===== config.mk =====
export PLATFORM = sky130hd
export DESIGN_NAME = execute_stage
export DESIGN_NICKNAME = d
export VERILOG_FILES = /design/src/logic/exec_pkg.sv /design/src/logic/carry_lookahead_adder.sv /design/src/logic/arithmetic_logic_unit.sv /design/src/logic/instruction_decoder.sv /design/src/logic/branch_resolver.sv /design/src/logic/execute_stage.sv
export VERILOG_INCLUDE_DIRS = /design/src /design/src/logic
export SDC_FILE = /design/constraint.sdc
export NUM_CORES = 1
export LEC_CHECK = 0
export BUFFER_PORTS_ARGS = -buffer_cell sky130_fd_sc_hd__buf_2
export CORE_MARGIN = 2
export CORE_UTILIZATION = 56
export CTS_CLUSTER_DIAMETER = 150
export DETAILED_ROUTE_END_ITERATION = 8
export HOLD_SLACK_MARGIN = 0.06
export MAX_ROUTING_LAYER = met4
export PLACE_DENSITY = 0.77
export SLEW_MARGIN = 20
export SYNTH_ARGS = -nofsm -noshare
export SYNTH_HDL_FRONTEND = slang
export SYNTH_SLANG_ARGS = --single-unit

===== constraint.sdc =====
create_clock -name clk_i -period 6.5 [get_ports clk_i]
set_clock_uncertainty 0.2 [all_clocks]
set_input_delay 0.325 -clock clk_i [delete_from_list [all_inputs] [get_ports clk_i]]
set_output_delay 0.325 -clock clk_i [all_outputs]
set_load 0.1 [all_outputs]

===== src/logic/exec_defines.svh =====
// Execute block constants: data width, ALU operation codes, RV32I opcodes and pipeline depth.
`ifndef EXEC_DEFINES_SVH
`define EXEC_DEFINES_SVH

`define EXEC_XLEN         32
`define ALU_OP_WIDTH      4

// alu operation codes.
`define ALU_ADD           4'h0
`define ALU_SUB           4'h1
`define ALU_XOR           4'h2
`define ALU_OR            4'h3
`define ALU_AND           4'h4
`define ALU_SLL           4'h5
`define ALU_SRL           4'h6
`define ALU_SRA           4'h7
`define ALU_SLT           4'h8
`define ALU_SLTU          4'h9

// major opcodes, instr[6:0].
`define OPC_OP            7'b0110011
`define OPC_OP_IMM        7'b0010011
`define OPC_LUI           7'b0110111
`define OPC_AUIPC         7'b0010111
`define OPC_BRANCH        7'b1100011
`define OPC_JAL           7'b1101111
`define OPC_JALR          7'b1100111

`define EXEC_PIPE_DEPTH   2         // decode register plus execute register.

`endif


===== src/logic/exec_pkg.sv =====
// Execute block types: instruction format views, request, decoded and response records.
`default_nettype none

`include "exec_defines.svh"

package exec_pkg;

    typedef struct packed {
        logic [6:0] funct7;
        logic [4:0] rs2;
        logic [4:0] rs1;
        logic [2:0] funct3;
        logic [4:0] rd;
        logic [6:0] opcode;
    } r_fmt_t;

    typedef struct packed {
        logic [11:0] imm_11_0;
        logic [4:0]  rs1;
        logic [2:0]  funct3;
        logic [4:0]  rd;
        logic [6:0]  opcode;
    } i_fmt_t;

    typedef struct packed {
        logic       imm_12;
        logic [5:0] imm_10_5;
        logic [4:0] rs2;
        logic [4:0] rs1;
        logic [2:0] funct3;
        logic [3:0] imm_4_1;
        logic       imm_11;
        logic [6:0] opcode;
    } b_fmt_t;

    typedef struct packed {
        logic [19:0] imm_31_12;
        logic [4:0]  rd;
        logic [6:0]  opcode;
    } u_fmt_t;

    typedef struct packed {
        logic       imm_20;
        logic [9:0] imm_10_1;
        logic       imm_11;
        logic [7:0] imm_19_12;
        logic [4:0] rd;
        logic [6:0] opcode;
    } j_fmt_t;

    // one 32-bit word, several decodings.
    typedef union packed {
        r_fmt_t r_fmt;
        i_fmt_t i_fmt;
        b_fmt_t b_fmt;
        u_fmt_t u_fmt;
        j_fmt_t j_fmt;
    } instr_u;

    typedef enum logic [1:0] {
        CTRL_NONE   = 2'd0,
        CTRL_BRANCH = 2'd1,
        CTRL_JAL    = 2'd2,
        CTRL_JALR   = 2'd3
    } ctrl_kind_e;

    typedef struct packed {
        instr_u                instr;
        logic [`EXEC_XLEN-1:0] pc;
        logic [`EXEC_XLEN-1:0] rs1_data;
        logic [`EXEC_XLEN-1:0] rs2_data;
    } exec_req_t;

    typedef struct packed {
        logic [`ALU_OP_WIDTH-1:0] alu_op;
        logic [`EXEC_XLEN-1:0]    operand_a;
        logic [`EXEC_XLEN-1:0]    operand_b;
        logic [`EXEC_XLEN-1:0]    imm;
        logic [`EXEC_XLEN-1:0]    pc;
        logic [4:0]               rd;
        logic                     rd_write;
        ctrl_kind_e               kind;
        logic [2:0]               branch_funct3;
        logic                     illegal;
    } decoded_t;

    typedef struct packed {
        logic [`EXEC_XLEN-1:0] result;
        logic [4:0]            rd;
        logic                  rd_write;
        logic                  branch_taken;
        logic [`EXEC_XLEN-1:0] target;
        logic                  illegal;
    } exec_rsp_t;

endpackage

`default_nettype wire


===== src/logic/carry_lookahead_adder.sv =====
// Carry-lookahead adder: 4-bit lookahead groups joined by a group carry chain.
`timescale 1ns/100ps
`default_nettype none

`include "exec_defines.svh"

module carry_lookahead_adder (
    input  wire  [`EXEC_XLEN-1:0] a_i,
    input  wire  [`EXEC_XLEN-1:0] b_i,
    input  wire                   carry_in_i,
    output logic [`EXEC_XLEN-1:0] sum_o
);

    localparam int GROUP_W = 4;
    localparam int GROUPS  = `EXEC_XLEN / GROUP_W;

    logic [GROUPS-1:0] group_carry;          // carry into each group.

    assign group_carry[0] = carry_in_i;

    for (genvar k = 0; k < GROUPS; k++) begin : gen_group
        logic [GROUP_W-1:0] g;
        logic [GROUP_W-1:0] p;
        logic [GROUP_W-1:0] c;

        assign g = a_i[GROUP_W*k +: GROUP_W] & b_i[GROUP_W*k +: GROUP_W];
        assign p = a_i[GROUP_W*k +: GROUP_W] ^ b_i[GROUP_W*k +: GROUP_W];

        // carries inside the group, all from the group carry-in.
        assign c[0] = group_carry[k];
        assign c[1] = g[0] | (p[0] & c[0]);
        assign c[2] = g[1]
                    | (p[1] & g[0])
                    | (p[1] & p[0] & c[0]);
        assign c[3] = g[2]
                    | (p[2] & g[1])
                    | (p[2] & p[1] & g[0])
                    | (p[2] & p[1] & p[0] & c[0]);

        assign sum_o[GROUP_W*k +: GROUP_W] = p ^ c;

        if (k < GROUPS - 1) begin : gen_chain
            // group generate or group propagate of the incoming carry.
            assign group_carry[k+1] = g[3]
                                    | (p[3] & g[2])
                                    | (p[3] & p[2] & g[1])
                                    | (p[3] & p[2] & p[1] & g[0])
                                    | ((&p) & c[0]);
        end
    end

endmodule

`default_nettype wire


===== src/logic/arithmetic_logic_unit.sv =====
// Arithmetic logic unit: add/sub on the lookahead adder, logic, shifts and compares.
`timescale 1ns/100ps
`default_nettype none

`include "exec_defines.svh"

module arithmetic_logic_unit (
    input  wire  [`ALU_OP_WIDTH-1:0] alu_op_i,
    input  wire  [`EXEC_XLEN-1:0]    operand_a_i,
    input  wire  [`EXEC_XLEN-1:0]    operand_b_i,
    output logic [`EXEC_XLEN-1:0]    result_o,
    output logic                     zero_o
);

    localparam int SHAMT_W = $clog2(`EXEC_XLEN);

    logic                  sub_op;
    logic [`EXEC_XLEN-1:0] adder_b;
    logic [`EXEC_XLEN-1:0] adder_sum;
    logic [SHAMT_W-1:0]    shamt;
    logic                  lt_signed;
    logic                  lt_unsigned;

    assign sub_op  = (alu_op_i == `ALU_SUB);
    assign adder_b = sub_op ? ~operand_b_i : operand_b_i;   // a + ~b + 1.
    assign shamt   = operand_b_i[SHAMT_W-1:0];

    carry_lookahead_adder adder (
        .a_i        (operand_a_i),
        .b_i        (adder_b),
        .carry_in_i (sub_op),
        .sum_o      (adder_sum)
    );

    assign lt_signed   = ($signed(operand_a_i) < $signed(operand_b_i));
    assign lt_unsigned = (operand_a_i < operand_b_i);

    always_comb begin
        case (alu_op_i)
            `ALU_ADD,
            `ALU_SUB:  result_o = adder_sum;
            `ALU_XOR:  result_o = operand_a_i ^ operand_b_i;
            `ALU_OR:   result_o = operand_a_i | operand_b_i;
            `ALU_AND:  result_o = operand_a_i & operand_b_i;
            `ALU_SLL:  result_o = operand_a_i << shamt;
            `ALU_SRL:  result_o = operand_a_i >> shamt;
            `ALU_SRA:  result_o = $signed(operand_a_i) >>> shamt;   // sign fill.
            `ALU_SLT:  result_o = {{(`EXEC_XLEN-1){1'b0}}, lt_signed};
            `ALU_SLTU: result_o = {{(`EXEC_XLEN-1){1'b0}}, lt_unsigned};
            default:   result_o = '0;
        endcase
    end

    assign zero_o = (result_o == '0);

endmodule

`default_nettype wire


===== src/logic/instruction_decoder.sv =====
// Instruction decoder: maps an RV32I word to ALU op, operands, immediate and control kind.
`timescale 1ns/100ps
`default_nettype none

`include "exec_defines.svh"

module instruction_decoder (
    input  wire exec_pkg::exec_req_t req_i,
    output exec_pkg::decoded_t       decoded_o
);

    exec_pkg::instr_u      instr;
    logic [`EXEC_XLEN-1:0] imm_i;
    logic [`EXEC_XLEN-1:0] imm_b;
    logic [`EXEC_XLEN-1:0] imm_u;
    logic [`EXEC_XLEN-1:0] imm_j;
    logic                  writes_rd;

    // funct3 plus instr bit 30 to an ALU code, shared by OP and OP-IMM.
    function automatic logic [`ALU_OP_WIDTH-1:0] funct_to_alu_op(
        input logic [2:0] funct3,
        input logic       alt,
        input logic       allow_sub
    );
        logic [`ALU_OP_WIDTH-1:0] op;
        case (funct3)
            3'b000:  op = (alt && allow_sub) ? `ALU_SUB : `ALU_ADD;
            3'b001:  op = `ALU_SLL;
            3'b010:  op = `ALU_SLT;
            3'b011:  op = `ALU_SLTU;
            3'b100:  op = `ALU_XOR;
            3'b101:  op = alt ? `ALU_SRA : `ALU_SRL;
            3'b110:  op = `ALU_OR;
            default: op = `ALU_AND;
        endcase
        return op;
    endfunction

    assign instr = req_i.instr;

    // sign-extended immediates, one per format.
    assign imm_i = {{20{instr.i_fmt.imm_11_0[11]}}, instr.i_fmt.imm_11_0};
    assign imm_b = {{19{instr.b_fmt.imm_12}}, instr.b_fmt.imm_12, instr.b_fmt.imm_11,
                    instr.b_fmt.imm_10_5, instr.b_fmt.imm_4_1, 1'b0};
    assign imm_u = {instr.u_fmt.imm_31_12, 12'b0};
    assign imm_j = {{11{instr.j_fmt.imm_20}}, instr.j_fmt.imm_20, instr.j_fmt.imm_19_12,
                    instr.j_fmt.imm_11, instr.j_fmt.imm_10_1, 1'b0};

    always_comb begin
        decoded_o               = '0;
        decoded_o.alu_op        = `ALU_ADD;
        decoded_o.pc            = req_i.pc;
        decoded_o.rd            = instr.r_fmt.rd;
        decoded_o.kind          = exec_pkg::CTRL_NONE;
        decoded_o.branch_funct3 = instr.b_fmt.funct3;
        writes_rd               = 1'b0;

        case (instr.r_fmt.opcode)
            `OPC_OP: begin
                decoded_o.alu_op    = funct_to_alu_op(instr.r_fmt.funct3,
                                                      instr.r_fmt.funct7[5], 1'b1);
                decoded_o.operand_a = req_i.rs1_data;
                decoded_o.operand_b = req_i.rs2_data;
                writes_rd           = 1'b1;
            end
            `OPC_OP_IMM: begin
                // bit 30 selects SRAI here, never SUB.
                decoded_o.alu_op    = funct_to_alu_op(instr.i_fmt.funct3,
                                                      instr.i_fmt.imm_11_0[10], 1'b0);
                decoded_o.imm       = imm_i;
                decoded_o.operand_a = req_i.rs1_data;
                decoded_o.operand_b = imm_i;
                writes_rd           = 1'b1;
            end
            `OPC_LUI: begin
                decoded_o.imm       = imm_u;
                decoded_o.operand_b = imm_u;        // zero + imm.
                writes_rd           = 1'b1;
            end
            `OPC_AUIPC: begin
                decoded_o.imm       = imm_u;
                decoded_o.operand_a = req_i.pc;
                decoded_o.operand_b = imm_u;
                writes_rd           = 1'b1;
            end
            `OPC_BRANCH: begin
                decoded_o.kind      = exec_pkg::CTRL_BRANCH;
                decoded_o.imm       = imm_b;
                decoded_o.operand_a = req_i.rs1_data;
                decoded_o.operand_b = req_i.rs2_data;
                case (instr.b_fmt.funct3[2:1])
                    2'b10:   decoded_o.alu_op = `ALU_SLT;    // blt, bge.
                    2'b11:   decoded_o.alu_op = `ALU_SLTU;   // bltu, bgeu.
                    default: decoded_o.alu_op = `ALU_SUB;    // beq, bne.
                endcase
            end
            `OPC_JAL: begin
                decoded_o.kind      = exec_pkg::CTRL_JAL;
                decoded_o.imm       = imm_j;
                decoded_o.operand_a = req_i.pc;
                decoded_o.operand_b = imm_j;
                writes_rd           = 1'b1;
            end
            `OPC_JALR: begin
                decoded_o.kind      = exec_pkg::CTRL_JALR;
                decoded_o.imm       = imm_i;
                decoded_o.operand_a = req_i.rs1_data;   // jump base for the resolver.
                decoded_o.operand_b = imm_i;
                writes_rd           = 1'b1;
            end
            default: begin
                decoded_o.illegal   = 1'b1;
            end
        endcase

        decoded_o.rd_write = writes_rd && (instr.r_fmt.rd != 5'd0);
    end

endmodule

`default_nettype wire


===== src/logic/branch_resolver.sv =====
// Branch resolver: taken decision, branch/jump target and the pc+4 link value.
`timescale 1ns/100ps
`default_nettype none

`include "exec_defines.svh"

module branch_resolver (
    input  wire exec_pkg::decoded_t  decoded_i,
    input  wire [`EXEC_XLEN-1:0]     alu_result_i,
    input  wire                      alu_zero_i,
    output logic                     taken_o,
    output logic [`EXEC_XLEN-1:0]    target_o,
    output logic [`EXEC_XLEN-1:0]    link_o
);

    localparam logic [`EXEC_XLEN-1:0] INSTR_BYTES = `EXEC_XLEN'(4);

    logic                  is_jalr;
    logic [`EXEC_XLEN-1:0] target_base;
    logic [`EXEC_XLEN-1:0] target_sum;

    assign is_jalr     = (decoded_i.kind == exec_pkg::CTRL_JALR);
    assign target_base = is_jalr ? decoded_i.operand_a : decoded_i.pc;   // rs1 or pc.

    carry_lookahead_adder target_adder (
        .a_i        (target_base),
        .b_i        (decoded_i.imm),
        .carry_in_i (1'b0),
        .sum_o      (target_sum)
    );

    carry_lookahead_adder link_adder (
        .a_i        (decoded_i.pc),
        .b_i        (INSTR_BYTES),
        .carry_in_i (1'b0),
        .sum_o      (link_o)
    );

    always_comb begin
        taken_o  = 1'b0;
        target_o = '0;
        case (decoded_i.kind)
            exec_pkg::CTRL_BRANCH: begin
                target_o = target_sum;
                case (decoded_i.branch_funct3)
                    3'b000:         taken_o = alu_zero_i;         // beq.
                    3'b001:         taken_o = !alu_zero_i;        // bne.
                    3'b100, 3'b110: taken_o = alu_result_i[0];    // blt, bltu.
                    3'b101, 3'b111: taken_o = !alu_result_i[0];   // bge, bgeu.
                    default:        taken_o = 1'b0;
                endcase
            end
            exec_pkg::CTRL_JAL: begin
                taken_o  = 1'b1;
                target_o = target_sum;
            end
            exec_pkg::CTRL_JALR: begin
                taken_o  = 1'b1;
                target_o = {target_sum[`EXEC_XLEN-1:1], 1'b0};
            end
            default: begin
                taken_o  = 1'b0;
                target_o = '0;
            end
        endcase
    end

endmodule

`default_nettype wire


===== src/logic/execute_stage.sv =====
// Execute stage top: decode register, ALU and branch resolution, execute register.
`timescale 1ns/100ps
`default_nettype none

`include "exec_defines.svh"

module execute_stage (
    input  wire                       clk_i,
    input  wire                       rst_i,
    input  wire                       req_valid_i,
    input  wire exec_pkg::exec_req_t  req_i,
    output logic                      rsp_valid_o,
    output exec_pkg::exec_rsp_t       rsp_o
);

    exec_pkg::decoded_t    dec_d;
    exec_pkg::decoded_t    dec_q;
    logic                  dec_valid_q;
    logic [`EXEC_XLEN-1:0] alu_result;
    logic                  alu_zero;
    logic                  branch_taken;
    logic [`EXEC_XLEN-1:0] branch_target;
    logic [`EXEC_XLEN-1:0] link_value;
    logic                  is_jump;
    exec_pkg::exec_rsp_t   rsp_d;

    instruction_decoder decoder (
        .req_i     (req_i),
        .decoded_o (dec_d)
    );

    // decode register.
    always_ff @(posedge clk_i) begin
        if (rst_i) begin
            dec_valid_q <= 1'b0;
        end else begin
            dec_valid_q <= req_valid_i;
        end
    end

    always_ff @(posedge clk_i) begin
        dec_q <= dec_d;
    end

    arithmetic_logic_unit alu (
        .alu_op_i    (dec_q.alu_op),
        .operand_a_i (dec_q.operand_a),
        .operand_b_i (dec_q.operand_b),
        .result_o    (alu_result),
        .zero_o      (alu_zero)
    );

    branch_resolver resolver (
        .decoded_i    (dec_q),
        .alu_result_i (alu_result),
        .alu_zero_i   (alu_zero),
        .taken_o      (branch_taken),
        .target_o     (branch_target),
        .link_o       (link_value)
    );

    assign is_jump = (dec_q.kind == exec_pkg::CTRL_JAL) ||
                     (dec_q.kind == exec_pkg::CTRL_JALR);

    always_comb begin
        rsp_d.result       = is_jump ? link_value : alu_result;   // jumps write pc+4.
        rsp_d.rd           = dec_q.rd;
        rsp_d.rd_write     = dec_q.rd_write;
        rsp_d.branch_taken = branch_taken;
        rsp_d.target       = branch_target;
        rsp_d.illegal      = dec_q.illegal;
    end

    // execute register.
    always_ff @(posedge clk_i) begin
        if (rst_i) begin
            rsp_valid_o <= 1'b0;
        end else begin
            rsp_valid_o <= dec_valid_q;
        end
    end

    always_ff @(posedge clk_i) begin
        rsp_o <= rsp_d;
    end

endmodule

`default_nettype wire


==> results.md <==
- Total number of vias: around 18000
- Fmax: roughly 160 MHz
- Post-CTS repair timing setup buffer count: 0
- Ys async rst share: 0
- Syn avg cell area: between 8 and 9 µm²
- Grt ovf: 0
- Clock latency on the worst-skew pair: approximately 520 ps
- Hpwl dp: around 54 mm
- Finish-stage setup viols: 0
- Most used DFF post-synth: dfxtp_1
- Largest family of logic cells by synthesized area: compound AO/OA/AOI/OAI gates
- Placed Instances: between 2000 and 3000
- First-pass GRT wire length: 111 mm
- Synthesized area: between 0.015 and 0.02 mm²
- CTS clk-pin slew, worst paths: approximately 70 ps
- Die footprint: roughly 0.033 mm²
- Crit share post-route: 0.945
- Core area: about 0.031 mm²
- MaxCap Viol Count: 0
- Vias in the first global route: approximately 18000
- Gp weighted congestion: approximately 1.1
- EDFF count, synth: 0
- H-tree levels: 1
- Tot GR Track Use: 0.460
- CTS buffer count: 23
- Setup TNS: 0 ps
- Row count: 64
- Area contributors post-synth: dfxtp_1 (25%), ha_1 (12%), mux4_2 (8.2%)
- Pwr dens: 157 mW/mm²
- Yosys cell types: 90
- Crit start category: flop
- Register area share after synthesis: 0.249
- Clock period minus worst slack: just over 6000 ps
- Portion of netlist area occupied by mux cells: 0.154
- Max clock buf depth: 3
- Total iterations of the first detailed-routing run: 6
- RR Endpoint: rsp_o[33]$_DFF_P_
- DR iter-0 viols: around 2200
- Worst r2r src: dec_q[141]$_DFF_P_
- Yosys reg bits: around 220
- Number of placed I/O pins: ~200
- Worst Hold Class: flop to flop
- DIE WIDTH: about 180 µm
- Non-Filler Instances: between 2000 and 3000
- Worst-Margin Slew: about 1200 ps
- Initial antenna violation count: 3
- Num Clock Sinks: roughly 220
- Final WL: between 70 and 80 mm
- Cells after Synth: 1991
- Crit path DAT: roughly 6400 ps
- WHS Endpoint: rsp_o[0]$_DFF_P_
- Initial Util: 0.570
- CTS root buffer: clkbuf_16
- Syn_nets: ~2300
- Largest net degree at the start of global routing: between 60 and 70
- Crit end category: flop
- Synth Area in XOR/XNOR: 0.0440
- Reg2reg path depth: 22
- Final ANT Viol Nets: 0
- Layout cells sized above 1: 0.195
- Synthesized-area fraction occupied by adder cells: 0.139
- Area grow syn2layout: 19.2%
- PortBufs: approximately 200
- Leak pwr: slightly above 9 nW
- Slew HR: 0.183
- Post-route DRC: 0
- Die height: 181 µm
- Simple-gate portion of the synthesized area: 0.166
- Hold Crit Depth: 0
- Req. time, crit path: 6710 ps
- Worst-path maximum fanout: 33
- Layout Nets: 2589
- Status: completed
- Fin. Hold Viols: 0
- Synth warnings: 0
- Hold path startpoint: dec_q[0]$_DFF_P_
- Setup CP Type: flop to flop
- Core Util, Final: 0.680
- CTS tree: built
- Cell type with the largest total area after synthesis: dfxtp_1
- Peak VDD IR: roughly 0.22 mV
- Reg2Reg Setup Slack: roughly 350 ps
- RSZ-0062 raised after global routing: no
- Detailed-route vias per instance: between 6 and 7
- Post-synth top area share: 0.249
- Compound-Gate Fraction of Synth Area: 0.184
- Fin. max-slew vios: 0
- WL/cell: 27.7 µm
[state kept, by name, summed over array words and instances (netlist names)]
register,flops
dec_q,144
dec_valid_q,1
rsp_o,72
rsp_valid_o,1
[Yosys cell counts (19+ instances only)]
master      n
inv_1     110
a21oi_1    94
nor3_1     41
nand2_1   208
a22o_1     50
nor2b_1    25
a21o_1     21
xor2_1     33
dfxtp_1   218
mux2_2     50
nor2_1    126
buf_2      26
xnor2_1    55
nand3_1    62
nand2b_1   19
mux2i_1    57
ha_1      171
o21ai_0    94
and3_1     19
mux4_2     64
a211oi_1   27
clkbuf_1   86
o211ai_1   24
[worst max path at each step]
| stage | start | endpoint | slack [ps] | depth (start not counted) |
|---|---|---|---|---|
| final | dec_q[141]$_DFF_P_ | rsp_o[33]$_DFF_P_ | 350 | 22 |
| after CTS | dec_q[141]$_DFF_P_ | rsp_o[33]$_DFF_P_ | 480 | 22 |
| after floorplan | dec_q[141]$_DFF_P_ | rsp_o[33]$_DFF_P_ | 690 | 24 |
| after global placement | dec_q[141]$_DFF_P_ | rsp_o[33]$_DFF_P_ | 770 | 22 |
| after detailed placement | dec_q[141]$_DFF_P_ | rsp_o[33]$_DFF_P_ | 500 | 22 |
| after global routing | dec_q[141]$_DFF_P_ | rsp_o[33]$_DFF_P_ | 10 | 22 |
[per-stage QoR]
step           worst slack, ps  total power [mW]  hold WS [ps]  cell area, µm²
6_report                   355              3.28           128           20900
5_1_grt                   14.3              3.35           137           20900
4_1_cts                    482              3.25          63.1           20900
3_5_place_dp               498              1.98           114           18900
3_3_place_gp               766              1.97           117           18900
2_1_floorplan              689              1.79           110           17500
[metal layers]
layer | up-vias | track usage | wire (µm)
met4 | 0 | 0.244 | 4880
met5 | - | - | 0
li1 | 7814 | - | -
met1 | 8596 | 0.574 | 27900
met2 | 1330 | 0.715 | 33300
met3 | 263 | 0.0782 | 8260
[placed cells by master (no fill, tap or decap), types with 18 or more instances in the layout]
cell type,instances
nand2_1,208
xnor2_1,55
mux2_2,50
xor2_1,33
a211oi_1,27
buf_4,63
a21oi_1,94
o21ai_0,94
a22oi_1,18
buf_2,203
o211ai_1,24
dfxtp_1,214
nand2b_1,19
mux2i_1,56
a22o_1,50
clkbuf_16,24
nand3_1,62
dlygate4sd3_1,135
ha_1,171
a21o_1,21
nor2_1,125
and3_1,19
nor3_1,40
nor2b_1,25
mux4_2,64
inv_1,110
[repair_timing]
item / 4_1_cts / 5_1_grt
gates resized for setup: 0 / 0
hold buffers: 135 / 0
hold endpoints to repair: 145 / 0
[cells by family after synthesis]
| group | after synthesis |
|---|---|
| xor gates and xnor gates | 88 |
| DFF | 218 |
| AOI/OAI and AO/OA | 466 |
| and+or+nand+nor | 600 |
| buffers and inverters | 257 |
| adders and majority gates | 186 |
| muxes | 176 |
[worst max-delay path, stage by stage (launching register included)]
cell,delay (ps)
dfxtp_1,320
nor4b_2,370
buf_12,310
xnor2_1,120
ha_1,380
nand4_1,160
o211ai_2,200
a21oi_1,140
o211a_1,340
o211ai_1,390
nand2_1,110
o21ai_0,190
a21oi_1,110
fa_1,510
o221ai_1,170
nor4_2,400
and2_1,180
nand4_1,110
nor4_1,340
nand4_1,140
nor4_2,290
a31oi_1,120
or3_1,380
[area by class of cell]
class                      instances  area, µm²
multi-input combinational       1516      12100
clock inverter                     9       70.1
inverter                         111        417
fill                            2419       9840
timing repair buffer             402       2860
tap                              396        495
sequential                       218       4370
clock buffer                      27        612
antenna                            2       5.00
[report_power, final]
part           leakage, nW  switching (mW)  internal [mW]
logic                 6.93           0.399          0.229
registers             1.78          0.0350           1.38
clock network        0.339           0.558          0.678
Power figures use the tool's default switching activity.
